`src/dac_pkg.sv`:
```
`default_nettype none

package dac_pkg;

    // table word layout
    localparam int ENTRY_W = 44;
    localparam int ADDR_W  = 5;

    // code_a in [15:0], code_b in [31:16]
    localparam int CODE_W = 16;

    // dwell field in [43:32]
    localparam int HOLD_W = 12;

    // shortest time a code pair stays on the outputs
    localparam int MIN_DWELL = 3;

    // host command opcodes
    typedef enum logic [2:0] {
        op_write    = 3'd0,
        op_read     = 3'd1,
        op_set_last = 3'd2,
        op_start    = 3'd3,
        op_stop     = 3'd4
    } dac_op_e;

    // player control states
    typedef enum logic [1:0] {
        st_idle  = 2'd0,
        st_prime = 2'd1,
        st_run   = 2'd2
    } dac_state_e;

endpackage

`default_nettype wire

```
`src/dac_table_ram.sv`:
```
`timescale 1ns/1ps
`default_nettype none

module dac_table_ram #(
    parameter int DEPTH = 32
) (
    input  wire                          rd_clk,
    input  wire                          reset,
    input  wire                          web,
    input  wire  [dac_pkg::ADDR_W-1:0]   addr,
    input  wire  [dac_pkg::ENTRY_W-1:0]  din,
    output logic [dac_pkg::ENTRY_W-1:0]  dout
);
    import dac_pkg::*;

    logic [ENTRY_W-1:0] mem [DEPTH];
    logic               in_range;

    // addresses past the table end read as zero and ignore writes
    assign in_range = (int'(addr) < DEPTH);

    always_ff @(posedge rd_clk)
    begin
        if (reset)
        begin
            for (int i = 0; i < DEPTH; i++)
            begin
                mem[i] <= '0;
            end
            dout <= '0;
        end
        else
        begin
            if (!web && in_range)
            begin
                mem[addr] <= din;
            end
            // registered read, one cycle of latency
            dout <= in_range ? mem[addr] : '0;
        end
    end

endmodule

`default_nettype wire

```
`src/dac_seq_ctrl.sv`:
```
`timescale 1ns/1ps
`default_nettype none

module dac_seq_ctrl (
    input  wire                          rd_clk,
    input  wire                          reset,
    input  wire                          cmd_valid,
    input  var   dac_pkg::dac_op_e       cmd_op,
    input  wire  [dac_pkg::ADDR_W-1:0]   cmd_addr,
    input  wire  [dac_pkg::ENTRY_W-1:0]  cmd_data,
    input  wire                          fetch,
    input  wire  [dac_pkg::ADDR_W-1:0]   fetch_addr,
    input  wire  [dac_pkg::ENTRY_W-1:0]  ram_dout,
    output logic                         ram_web,
    output logic [dac_pkg::ADDR_W-1:0]   ram_addr,
    output logic [dac_pkg::ENTRY_W-1:0]  ram_din,
    output logic                         seq_clear,
    output logic                         play_en,
    output logic [dac_pkg::ADDR_W-1:0]   last_addr,
    output logic                         running,
    output logic [dac_pkg::ENTRY_W-1:0]  rd_data,
    output logic                         rd_valid,
    output logic                         cmd_err
);
    import dac_pkg::*;

    dac_state_e         state;
    logic               busy;
    logic               take_start;
    logic               take_stop;
    logic               table_cmd;
    logic               host_write;
    logic               host_read;
    logic               host_last;
    logic               rd_mark;
    logic               rd_mark2;
    logic               err_mark;
    logic               err_mark2;
    logic [ENTRY_W-1:0] rd_hold;

    assign busy       = (state != st_idle);
    assign take_start = cmd_valid && (cmd_op == op_start);
    assign take_stop  = cmd_valid && (cmd_op == op_stop);
    assign table_cmd  = cmd_valid && ((cmd_op == op_write) || (cmd_op == op_read) ||
                                      (cmd_op == op_set_last));
    assign host_write = table_cmd && !busy && (cmd_op == op_write);
    assign host_read  = table_cmd && !busy && (cmd_op == op_read);
    assign host_last  = table_cmd && !busy && (cmd_op == op_set_last);

    assign running = busy;

    // start or stop in flight flushes the output pipeline at this edge
    assign play_en = busy && !take_start && !take_stop;

    // host owns the RAM port in idle, the address generator otherwise
    always_comb
    begin
        if (busy)
        begin
            ram_addr = fetch_addr;
            ram_web  = 1'b1;
        end
        else
        begin
            ram_addr = cmd_addr;
            ram_web  = !host_write;
        end
    end

    assign ram_din = cmd_data;

    always_ff @(posedge rd_clk)
    begin
        if (reset)
        begin
            state <= st_idle;
        end
        else if (take_start)
        begin
            state <= st_prime;
        end
        else if (take_stop)
        begin
            state <= st_idle;
        end
        else if ((state == st_prime) && fetch)
        begin
            state <= st_run;
        end
    end

    always_ff @(posedge rd_clk)
    begin
        if (reset)
        begin
            seq_clear <= 1'b0;
            last_addr <= '1;
            rd_mark   <= 1'b0;
            rd_mark2  <= 1'b0;
            rd_valid  <= 1'b0;
            rd_data   <= '0;
            err_mark  <= 1'b0;
            err_mark2 <= 1'b0;
            cmd_err   <= 1'b0;
        end
        else
        begin
            seq_clear <= take_start;
            if (host_last)
            begin
                last_addr <= cmd_addr;
            end
            rd_mark  <= host_read;
            rd_mark2 <= rd_mark;
            rd_valid <= rd_mark2;
            if (rd_mark2)
            begin
                rd_data <= rd_hold;
            end
            // errors share the read latency, so the two results never overlap
            err_mark  <= table_cmd && busy;
            err_mark2 <= err_mark;
            cmd_err   <= err_mark2;
        end
    end

    always_ff @(posedge rd_clk)
    begin
        if (rd_mark)
        begin
            rd_hold <= ram_dout;
        end
    end

endmodule

`default_nettype wire

```
`src/dac_addr_gen.sv`:
```
`timescale 1ns/1ps
`default_nettype none

module dac_addr_gen #(
    parameter int DEPTH = 32
) (
    input  wire                         rd_clk,
    input  wire                         reset,
    input  wire                         seq_clear,
    input  wire                         play_en,
    input  wire  [dac_pkg::ADDR_W-1:0]  last_addr,
    input  wire                         need_next,
    output logic                        fetch,
    output logic [dac_pkg::ADDR_W-1:0]  fetch_addr
);
    import dac_pkg::*;

    localparam logic [ADDR_W-1:0] TOP_ADDR = ADDR_W'(DEPTH - 1);

    logic [1:0]        prime_cnt;
    logic [ADDR_W-1:0] next_addr;
    logic              at_wrap;

    // wrap at the loop end, or at the table end if last_addr is past it
    assign at_wrap = (next_addr == last_addr) || (next_addr == TOP_ADDR);

    // two priming fetches, then one per consumed entry
    assign fetch      = play_en && !seq_clear && ((prime_cnt != 2'd0) || need_next);
    assign fetch_addr = next_addr;

    always_ff @(posedge rd_clk)
    begin
        if (reset)
        begin
            prime_cnt <= 2'd0;
            next_addr <= '0;
        end
        else if (seq_clear)
        begin
            prime_cnt <= 2'd2;
            next_addr <= '0;
        end
        else if (!play_en)
        begin
            prime_cnt <= 2'd0;
        end
        else if (fetch)
        begin
            if (prime_cnt != 2'd0)
            begin
                prime_cnt <= prime_cnt - 2'd1;
            end
            next_addr <= at_wrap ? '0 : next_addr + 1'b1;
        end
    end

endmodule

`default_nettype wire

```
`src/dac_code_out.sv`:
```
`timescale 1ns/1ps
`default_nettype none

module dac_code_out (
    input  wire                          rd_clk,
    input  wire                          reset,
    input  wire                          play_en,
    input  wire                          fetch,
    input  wire  [dac_pkg::ENTRY_W-1:0]  ram_dout,
    output logic                         need_next,
    output logic [dac_pkg::CODE_W-1:0]   dac_a,
    output logic [dac_pkg::CODE_W-1:0]   dac_b,
    output logic                         dac_update
);
    import dac_pkg::*;

    localparam logic [HOLD_W:0] MIN_SPAN = (HOLD_W + 1)'(MIN_DWELL);

    logic [ENTRY_W-1:0] stage;
    logic               stage_full;
    logic               stage_load;
    logic               out_full;
    logic               rd_pend;
    logic [HOLD_W:0]    dwell_cnt;
    logic               expire;

    // dwell of an entry: hold+1, never below MIN_DWELL
    function automatic logic [HOLD_W:0] dwell_of(input logic [ENTRY_W-1:0] entry);
        logic [HOLD_W:0] span;
        span = {1'b0, entry[2*CODE_W +: HOLD_W]} + 1'b1;
        return (span < MIN_SPAN) ? MIN_SPAN : span;
    endfunction

    assign expire     = out_full && stage_full && (dwell_cnt == 1);
    assign stage_load = play_en && rd_pend && out_full;

    always_ff @(posedge rd_clk)
    begin
        if (reset)
        begin
            rd_pend    <= 1'b0;
            out_full   <= 1'b0;
            stage_full <= 1'b0;
            dwell_cnt  <= '0;
            dac_update <= 1'b0;
            need_next  <= 1'b0;
            dac_a      <= '0;
            dac_b      <= '0;
        end
        else if (!play_en)
        begin
            // flush, but the codes stay on the outputs
            rd_pend    <= 1'b0;
            out_full   <= 1'b0;
            stage_full <= 1'b0;
            dwell_cnt  <= '0;
            dac_update <= 1'b0;
            need_next  <= 1'b0;
        end
        else
        begin
            rd_pend    <= fetch;
            dac_update <= 1'b0;
            need_next  <= 1'b0;
            if (dwell_cnt > 1)
            begin
                dwell_cnt <= dwell_cnt - 1'b1;
            end
            if (rd_pend && !out_full)
            begin
                // first entry of a run goes straight out
                dac_a      <= ram_dout[CODE_W-1:0];
                dac_b      <= ram_dout[CODE_W +: CODE_W];
                dwell_cnt  <= dwell_of(ram_dout);
                out_full   <= 1'b1;
                dac_update <= 1'b1;
            end
            else if (expire)
            begin
                dac_a      <= stage[CODE_W-1:0];
                dac_b      <= stage[CODE_W +: CODE_W];
                dwell_cnt  <= dwell_of(stage);
                dac_update <= 1'b1;
                need_next  <= 1'b1;
                stage_full <= 1'b0;
            end
            if (stage_load)
            begin
                stage_full <= 1'b1;
            end
        end
    end

    always_ff @(posedge rd_clk)
    begin
        if (stage_load)
        begin
            stage <= ram_dout;
        end
    end

endmodule

`default_nettype wire

```
`src/dac_player_top.sv`:
```
`timescale 1ns/1ps
`default_nettype none

module dac_player_top #(
    parameter int DEPTH = 32
) (
    input  wire                          rd_clk,
    input  wire                          reset,
    input  wire                          cmd_valid,
    input  var   dac_pkg::dac_op_e       cmd_op,
    input  wire  [dac_pkg::ADDR_W-1:0]   cmd_addr,
    input  wire  [dac_pkg::ENTRY_W-1:0]  cmd_data,
    output logic [dac_pkg::CODE_W-1:0]   dac_a,
    output logic [dac_pkg::CODE_W-1:0]   dac_b,
    output logic                         dac_update,
    output logic                         running,
    output logic [dac_pkg::ENTRY_W-1:0]  rd_data,
    output logic                         rd_valid,
    output logic                         cmd_err
);
    import dac_pkg::*;

    logic               ram_web;
    logic [ADDR_W-1:0]  ram_addr;
    logic [ENTRY_W-1:0] ram_din;
    logic [ENTRY_W-1:0] ram_dout;
    logic               seq_clear;
    logic               play_en;
    logic [ADDR_W-1:0]  last_addr;
    logic               fetch;
    logic [ADDR_W-1:0]  fetch_addr;
    logic               need_next;

    dac_seq_ctrl i_ctrl (
        .rd_clk     (rd_clk),
        .reset      (reset),
        .cmd_valid  (cmd_valid),
        .cmd_op     (cmd_op),
        .cmd_addr   (cmd_addr),
        .cmd_data   (cmd_data),
        .fetch      (fetch),
        .fetch_addr (fetch_addr),
        .ram_dout   (ram_dout),
        .ram_web    (ram_web),
        .ram_addr   (ram_addr),
        .ram_din    (ram_din),
        .seq_clear  (seq_clear),
        .play_en    (play_en),
        .last_addr  (last_addr),
        .running    (running),
        .rd_data    (rd_data),
        .rd_valid   (rd_valid),
        .cmd_err    (cmd_err)
    );

    dac_table_ram #(
        .DEPTH (DEPTH)
    ) i_ram (
        .rd_clk (rd_clk),
        .reset  (reset),
        .web    (ram_web),
        .addr   (ram_addr),
        .din    (ram_din),
        .dout   (ram_dout)
    );

    dac_addr_gen #(
        .DEPTH (DEPTH)
    ) i_addr (
        .rd_clk     (rd_clk),
        .reset      (reset),
        .seq_clear  (seq_clear),
        .play_en    (play_en),
        .last_addr  (last_addr),
        .need_next  (need_next),
        .fetch      (fetch),
        .fetch_addr (fetch_addr)
    );

    dac_code_out i_out (
        .rd_clk     (rd_clk),
        .reset      (reset),
        .play_en    (play_en),
        .fetch      (fetch),
        .ram_dout   (ram_dout),
        .need_next  (need_next),
        .dac_a      (dac_a),
        .dac_b      (dac_b),
        .dac_update (dac_update)
    );

endmodule

`default_nettype wire

```
`config.mk`:
```
export PLATFORM = sky130hd
export DESIGN_NAME = dac_player_top
export DESIGN_NICKNAME = d
export VERILOG_FILES = /design/src/dac_pkg.sv /design/src/dac_table_ram.sv /design/src/dac_seq_ctrl.sv /design/src/dac_addr_gen.sv /design/src/dac_code_out.sv /design/src/dac_player_top.sv
export SDC_FILE = /design/constraint.sdc
export NUM_CORES = 2
export LEC_CHECK = 0
export BUFFER_PORTS_ARGS = -buffer_cell sky130_fd_sc_hd__buf_2
export CAP_MARGIN = 25
export CORE_UTILIZATION = 60
export DETAILED_ROUTE_END_ITERATION = 16
export PLACE_DENSITY = 0.77
export SYNTH_ARGS = -nofsm -noshare
export SYNTH_HDL_FRONTEND = slang
export SYNTH_SLANG_ARGS = --single-unit
```
`constraint.sdc`:
```
create_clock -name rd_clk -period 7.4 [get_ports rd_clk]
set_clock_uncertainty 0.1 [all_clocks]
set_input_delay 1.85 -clock rd_clk [delete_from_list [all_inputs] [get_ports rd_clk]]
set_output_delay 1.85 -clock rd_clk [all_outputs]
set_load 0.02 [all_outputs]
```
**Word-level counts from Yosys, hierarchy flattened**

Memory sizes are Yosys's and may differ from the RTL's. A register that Yosys moved wholly into a read port is not among the register bits.
Index checks and enable logic that the tools add are counted.

- Register bits after elaboration: 203
- Memory bits (writable): 1408
- Bits of input ports: 55
- Output and inout bits: 80
- Logic and storage cells: 123
- Memories: 1

- Add/subtract/negate cells: 5
- Order comparisons: 3
- Equality and inequality tests: 11
- Mux-type cells: 32
- Bitwise gates (word level): 1
- Reduce and logical (&&, ||, !) cells: 46

Memories:

| name | words | bits a word | read ports | clocked after memory_dff | write ports | RTL line | source |
|---|---|---|---|---|---|---|---|
| i_ram.mem | 32 | 44 | 1 | 1 | 32 | dac_table_ram.sv:16 | `logic [ENTRY_W-1:0] mem [DEPTH];` |

Operator list:

| operator | count |
|---|---|
| two-way mux 13 bit | 5 |
| two-way mux 16 bit | 4 |
| two-way mux 44 bit | 1 |
| OR reduction 44 bit | 1 |
| adder 12 x 1 -> 13 bit (second input constant) | 2 |
| less-than comparator 13 x 2 -> 1 bit (second input constant) | 2 |
| logical AND 1 bit | 18 |
| two-way mux 1 bit | 15 |
| two-way mux 5 bit | 3 |
| == test 13 x 1 -> 1 bit (second input constant) | 1 |
| greater-than comparator 13 x 1 -> 1 bit (second input constant) | 1 |
| subtractor 13 x 1 -> 13 bit (second input constant) | 1 |
| AND reduction 2 bit | 5 |
| OR reduction 3 bit | 3 |
| two-way mux 2 bit | 4 |
| nonzero test 2 bit | 4 |
| == test 3 x 2 -> 1 bit (second input constant) | 2 |
| zero test 1 bit | 6 |
| != test 3 bit (second input constant) | 2 |
| nonzero test 3 bit | 2 |
| adder 5 x 1 -> 5 bit (second input constant) | 1 |
| == test 5 bit | 1 |
| == test 5 bit (second input constant) | 1 |
| logical OR 1 bit | 4 |
| other kinds (8) | 9 |

**Longest topological paths before layout**

- Word-level depth: 13
- Depth in mapped cells: 10

**By module**

From an unflattened synthesis, not the netlist that was laid out.

- Cells, all modules: 5365
- Area total of the unflattened synthesis: 73133.9 um^2

By module, submodules not included:

| module | instances | cells an instance | area an instance (um^2) | seq. area each (um^2) |
|---|---|---|---|---|
| dac_table_ram | 1 | 4573 | 64454.3 | 43161.4 |
| dac_code_out | 1 | 458 | 4474.3 | 2322.2 |
| dac_seq_ctrl | 1 | 294 | 3836.2 | 2482.4 |
| dac_addr_gen | 1 | 40 | 369.1 | 140.1 |

**Worst setup path before layout**

Ideal clock, no wire load.

- Path type: input port to flip-flop
- Start point: input port cmd_addr[1] (netlist name)
- End point: memory i_ram.mem[5][0], enable pin
- Data arrival time: 6.206 ns
- Data required time: 6.794 ns
- Path slack: 0.587 ns
- Stages: 6
- Buffers on the path: 2
- Cells stage by stage: or4b_2 -> o21ai_1 -> buf_2 -> nand2_1 -> buf_2 -> o21ai_0

RTL lines:

| element | RTL line | source |
|---|---|---|
| from (decl) | dac_player_top.sv:11 | `input wire [dac_pkg::ADDR_W-1:0] cmd_addr,` |
| to (decl) | dac_table_ram.sv:16 |  |

==> metrics.md <==
| Metric | Value |
|---|---|
| Distinct cells, synth | `62` |
| CP required | `between 7 and 8 ns` |
| Largest family of logic cells by synthesized area | `simple AND/OR/NAND/NOR gates` |
| Top fanout value on the critical path | `27` |
| Pins Over Slew Limit | `0` |
| Pwr dens | `255.5 mW/mm²` |
| Post-synthesis cell count | `roughly 5100` |
| Post-DP HPWL | `118.5 mm` |
| Top FF cell, synth | `edfxtp_1` |
| PortBufs | `134` |
| Worst r2r dst | `i_ram.mem[27][11]` |
| Hold_ws | `0.3491 ns` |
| Synth area leader | `edfxtp_1` |
| CTS Root Cell | `clkbuf_16` |
| IO Pins | `135` |
| Initial DRT Pass Iterations | `6` |
| Worst Hold Class | `reg2reg` |
| # setup viols final | `0` |
| Synth Area in Compound Gates | `0.1232` |
| Post-Synth Simple-Gate Area | `0.1485` |
| Layout area overhead | `11.01%` |
| Average size of a mapped cell | `13.78 µm²` |
| Max-cap viol count | `0` |
| Largest net degree at the start of global routing | `156` |
| # H-tree levels | `4` |
| Synth Area in XOR/XNOR | `0.004371` |
| Initial antenna violation count | `18` |
| # nets final | `5077` |
| Post-Synth Adder-Cell Area | `0.001070` |
| Longest Clk Path Bufs | `3` |
| Area share of the largest cell type after synthesis | `0.6405` |
| Starting Density | `0.6044` |
| Worst-skew pair later-pin latency | `0.79 ns` |
| Sequential cell area | `0.04811 mm²` |
| First-pass GRT wire length | `304.9 mm` |
| Core box area | `0.1160 mm²` |
| Seq cells post-synth | `about 1700` |
| Final WL | `213.5 mm` |
| Status | `finished clean` |
| Fin cells | `6690` |
| Total clock buffers created by CTS | `164` |
| Post-route ant nets | `0` |
| Vias in the first global route | `44700` |
| Pleak | `28.09 nW` |
| FMAX | `213.2 MHz` |
| Drt drc | `0` |
| R2R Setup Slk | `3.37 ns` |
| Tcrit/Tclk final | `0.6338` |
| Fraction of registers with async set/reset | `0` |
| Post-Syn Nets | `5151` |
| Min Tclk post-route | `4.690 ns` |
| Mux share of post-synthesis cell area | `0.008171` |
| Number of vias per cell | `6.943` |
| Area contributors post-synth | `edfxtp_1 (64%), and2_1 (13%), dfxtp_1 (4.5%)` |
| Reg2Reg Depth | `9` |
| Initial drt markers | `7324` |
| CTS tree | `yes` |
| GR Overflow Total | `0` |
| Worst Min Path Start | `i_ctrl.err_mark` |
| CTS Sinks | `between 1500 and 2000` |
| Kind of end point of the critical path | `register` |
| Area of the multi-input gates | `0.02070 mm²` |
| Post-Synthesis Cell Area | `~0.07 mm²` |
| Ys Warns | `0` |
| Clock-pin slew on the worst setup and hold paths | `0.06 ns` |
| Via count | `46450` |
| Startpoint types | `input port` |
| WP data arrival | `5.23 ns` |
| Peak VDD IR | `around 0.23 mV` |
| Worst hold path endpoint | `i_ctrl.err_mark2` |
| Rel. slew slack | `0.2295` |
| Routed len/inst | `31.91 µm` |
| WHS Path Cells | `1` |
| Overall Power | `19.89 mW` |
| Layout cells sized above 1 | `0.1143` |
| # rows | `125` |
| PostCTS Resize Cnt | `0` |
| Die Footprint | `between 0.1 and 0.15 mm²` |
| Fillers | `7728` |
| Die Y-Extent | `about 340 µm` |
| Tot GR Track Use | `0.3587` |
| Placed Cells | `6373` |
| Endpoints failing hold | `0` |
| Number of synthesized flops with an enable pin | `about 1500` |
| GPL Wtd Cong | `~0.89` |
| CP Class | `in2reg` |
| Hold-fix buffers, CTS | `0` |
| Post-synthesis sequential area ratio | `0.6859` |
| Die X | `343.9 µm` |
| Reg2Reg Launch Point | `i_ctrl.state[1]` |
| Postcts setup bufs | `0` |
| Worst-margin pin slew | `1.153 ns` |
| RSZ-0062 raised after global routing | `false` |
| Setup tns final | `0 ns` |
## cells in the final DEF, fill, tap and decap left out, types with 7 or more instances in the layout
| master | synthesis | layout |
|---|---|---|
| a21oi_1 | 16 | 16 |
| a221oi_1 | 354 | 354 |
| a22o_1 | 352 | 352 |
| a311oi_1 | 34 | 34 |
| and2_1 | 1408 | 1408 |
| buf_12 | 0 | 14 |
| buf_2 | 48 | 134 |
| buf_4 | 0 | 123 |
| bufinv_16 | 0 | 7 |
| clkbuf_1 | 452 | 57 |
| clkbuf_16 | 0 | 168 |
| clkbuf_8 | 0 | 14 |
| clkinv_1 | 0 | 21 |
| clkinv_2 | 0 | 20 |
| dfxtp_1 | 159 | 157 |
| diode_2 | 0 | 15 |
| edfxtp_1 | 1496 | 1496 |
| inv_1 | 8 | 7 |
| mux2i_1 | 55 | 55 |
| nand2_1 | 113 | 106 |
| nand2_4 | 0 | 7 |
| nand3_1 | 15 | 15 |
| nand3b_1 | 8 | 8 |
| nor2_1 | 137 | 112 |
| nor2_4 | 3 | 35 |
| nor3_1 | 25 | 25 |
| nor4_1 | 7 | 7 |
| o21ai_4 | 0 | 33 |
| o22ai_1 | 181 | 181 |
| o41a_1 | 44 | 44 |
| xnor2_1 | 16 | 16 |
| xor2_1 | 19 | 19 |
## flip-flops by register name (all words and copies together), names as in the netlist, 13 cells and up
register	count
i_out.dwell_cnt	13
i_ctrl.rd_data	44
i_out.dac_a	16
i_ram.dout	44
i_ram.mem	1408
i_out.dac_b	16
i_out.stage	44
i_ctrl.rd_hold	44
## where the power goes
group | leakage (nW) | total [mW] | internal [mW] | switching (mW)
registers | 16.7 | 10.6 | 10.5 | 0.142
clock network | 2.51 | 8.11 | 4.57 | 3.54
logic | 8.89 | 1.19 | 0.301 | 0.886
## Yosys cell counts (7+ instances only)
cell and n:
edfxtp_1 1496, and2_1 1408, clkbuf_1 452, a221oi_1 354, a22o_1 352, o22ai_1 181
dfxtp_1 159, nor2_1 137, nand2_1 113, mux2i_1 55, buf_2 48, o41a_1 44
o21ai_0 38, a311oi_1 34, nor3_1 25, xor2_1 19, a21oi_1 16, xnor2_1 16
nand3_1 15, buf_1 12, inv_1 8, nand3b_1 8, nor2_2 7, nor4_1 7
## worst max path at each step
stage	from	end	slack [ns]	depth (start not counted)
after floorplan	cmd_addr[1]	i_ram.mem[5][0]	0.59	6
after global placement	cmd_op[2]	i_ram.mem[25][7]	2.16	8
after detailed placement	cmd_addr[3]	i_ram.mem[7][34]	2.06	6
after CTS	cmd_addr[3]	i_ram.mem[21][6]	2.87	6
after global routing	cmd_op[2]	i_ram.mem[27][11]	2.74	9
final	cmd_op[2]	i_ram.mem[27][11]	2.71	9
## worst max-delay path: stages
cell	delay, ns
buf_2	0.13
or3b_1	0.43
or2_1	0.26
nor3_2	0.42
nand2_1	0.13
buf_4	0.33
nor2_4	0.94
buf_4	0.51
and2_1	0.19
## layer usage
metal,track usage,routed length [µm]
met1,0.4734,73880
met2,0.5459,94980
met3,0.1019,31920
met4,0.1835,12600
met5,0,93
## per-stage QoR
stage	setup WS [ns]	area, µm²	utilization
after floorplan	0.5875	70140	-
after global placement	2.157	72600	0.6256
after detailed placement	2.062	72650	0.6260
after CTS	2.867	77810	0.6705
after global routing	2.743	77820	0.6706
final	2.710	77860	0.6709
## cells by family after synthesis
logic type / count (synthesis)
AOI/OAI and AO/OA: 1053
xor gates and xnor gates: 35
adders and majority gates: 6
buffers and inverters: 521
DFF: 1655
muxes: 57
and+or+nand+nor: 1763
## area by class of cell
| class | instances | share of cell area |
|---|---|---|
| Tap cell | 1524 | 0.02449 |
| Clock buffer | 239 | 0.05922 |
| Sequential cell | 1655 | 0.6179 |
| Clock inverter | 62 | 0.007087 |
| Multi-Input combinational cell | 2914 | 0.2659 |
| Inverter | 9 | 0.0004982 |
| Antenna cell | 15 | 0.0004821 |
| Timing Repair Buffer | 272 | 0.02443 |
No activity file was read; power rests on OpenSTA's default activity.
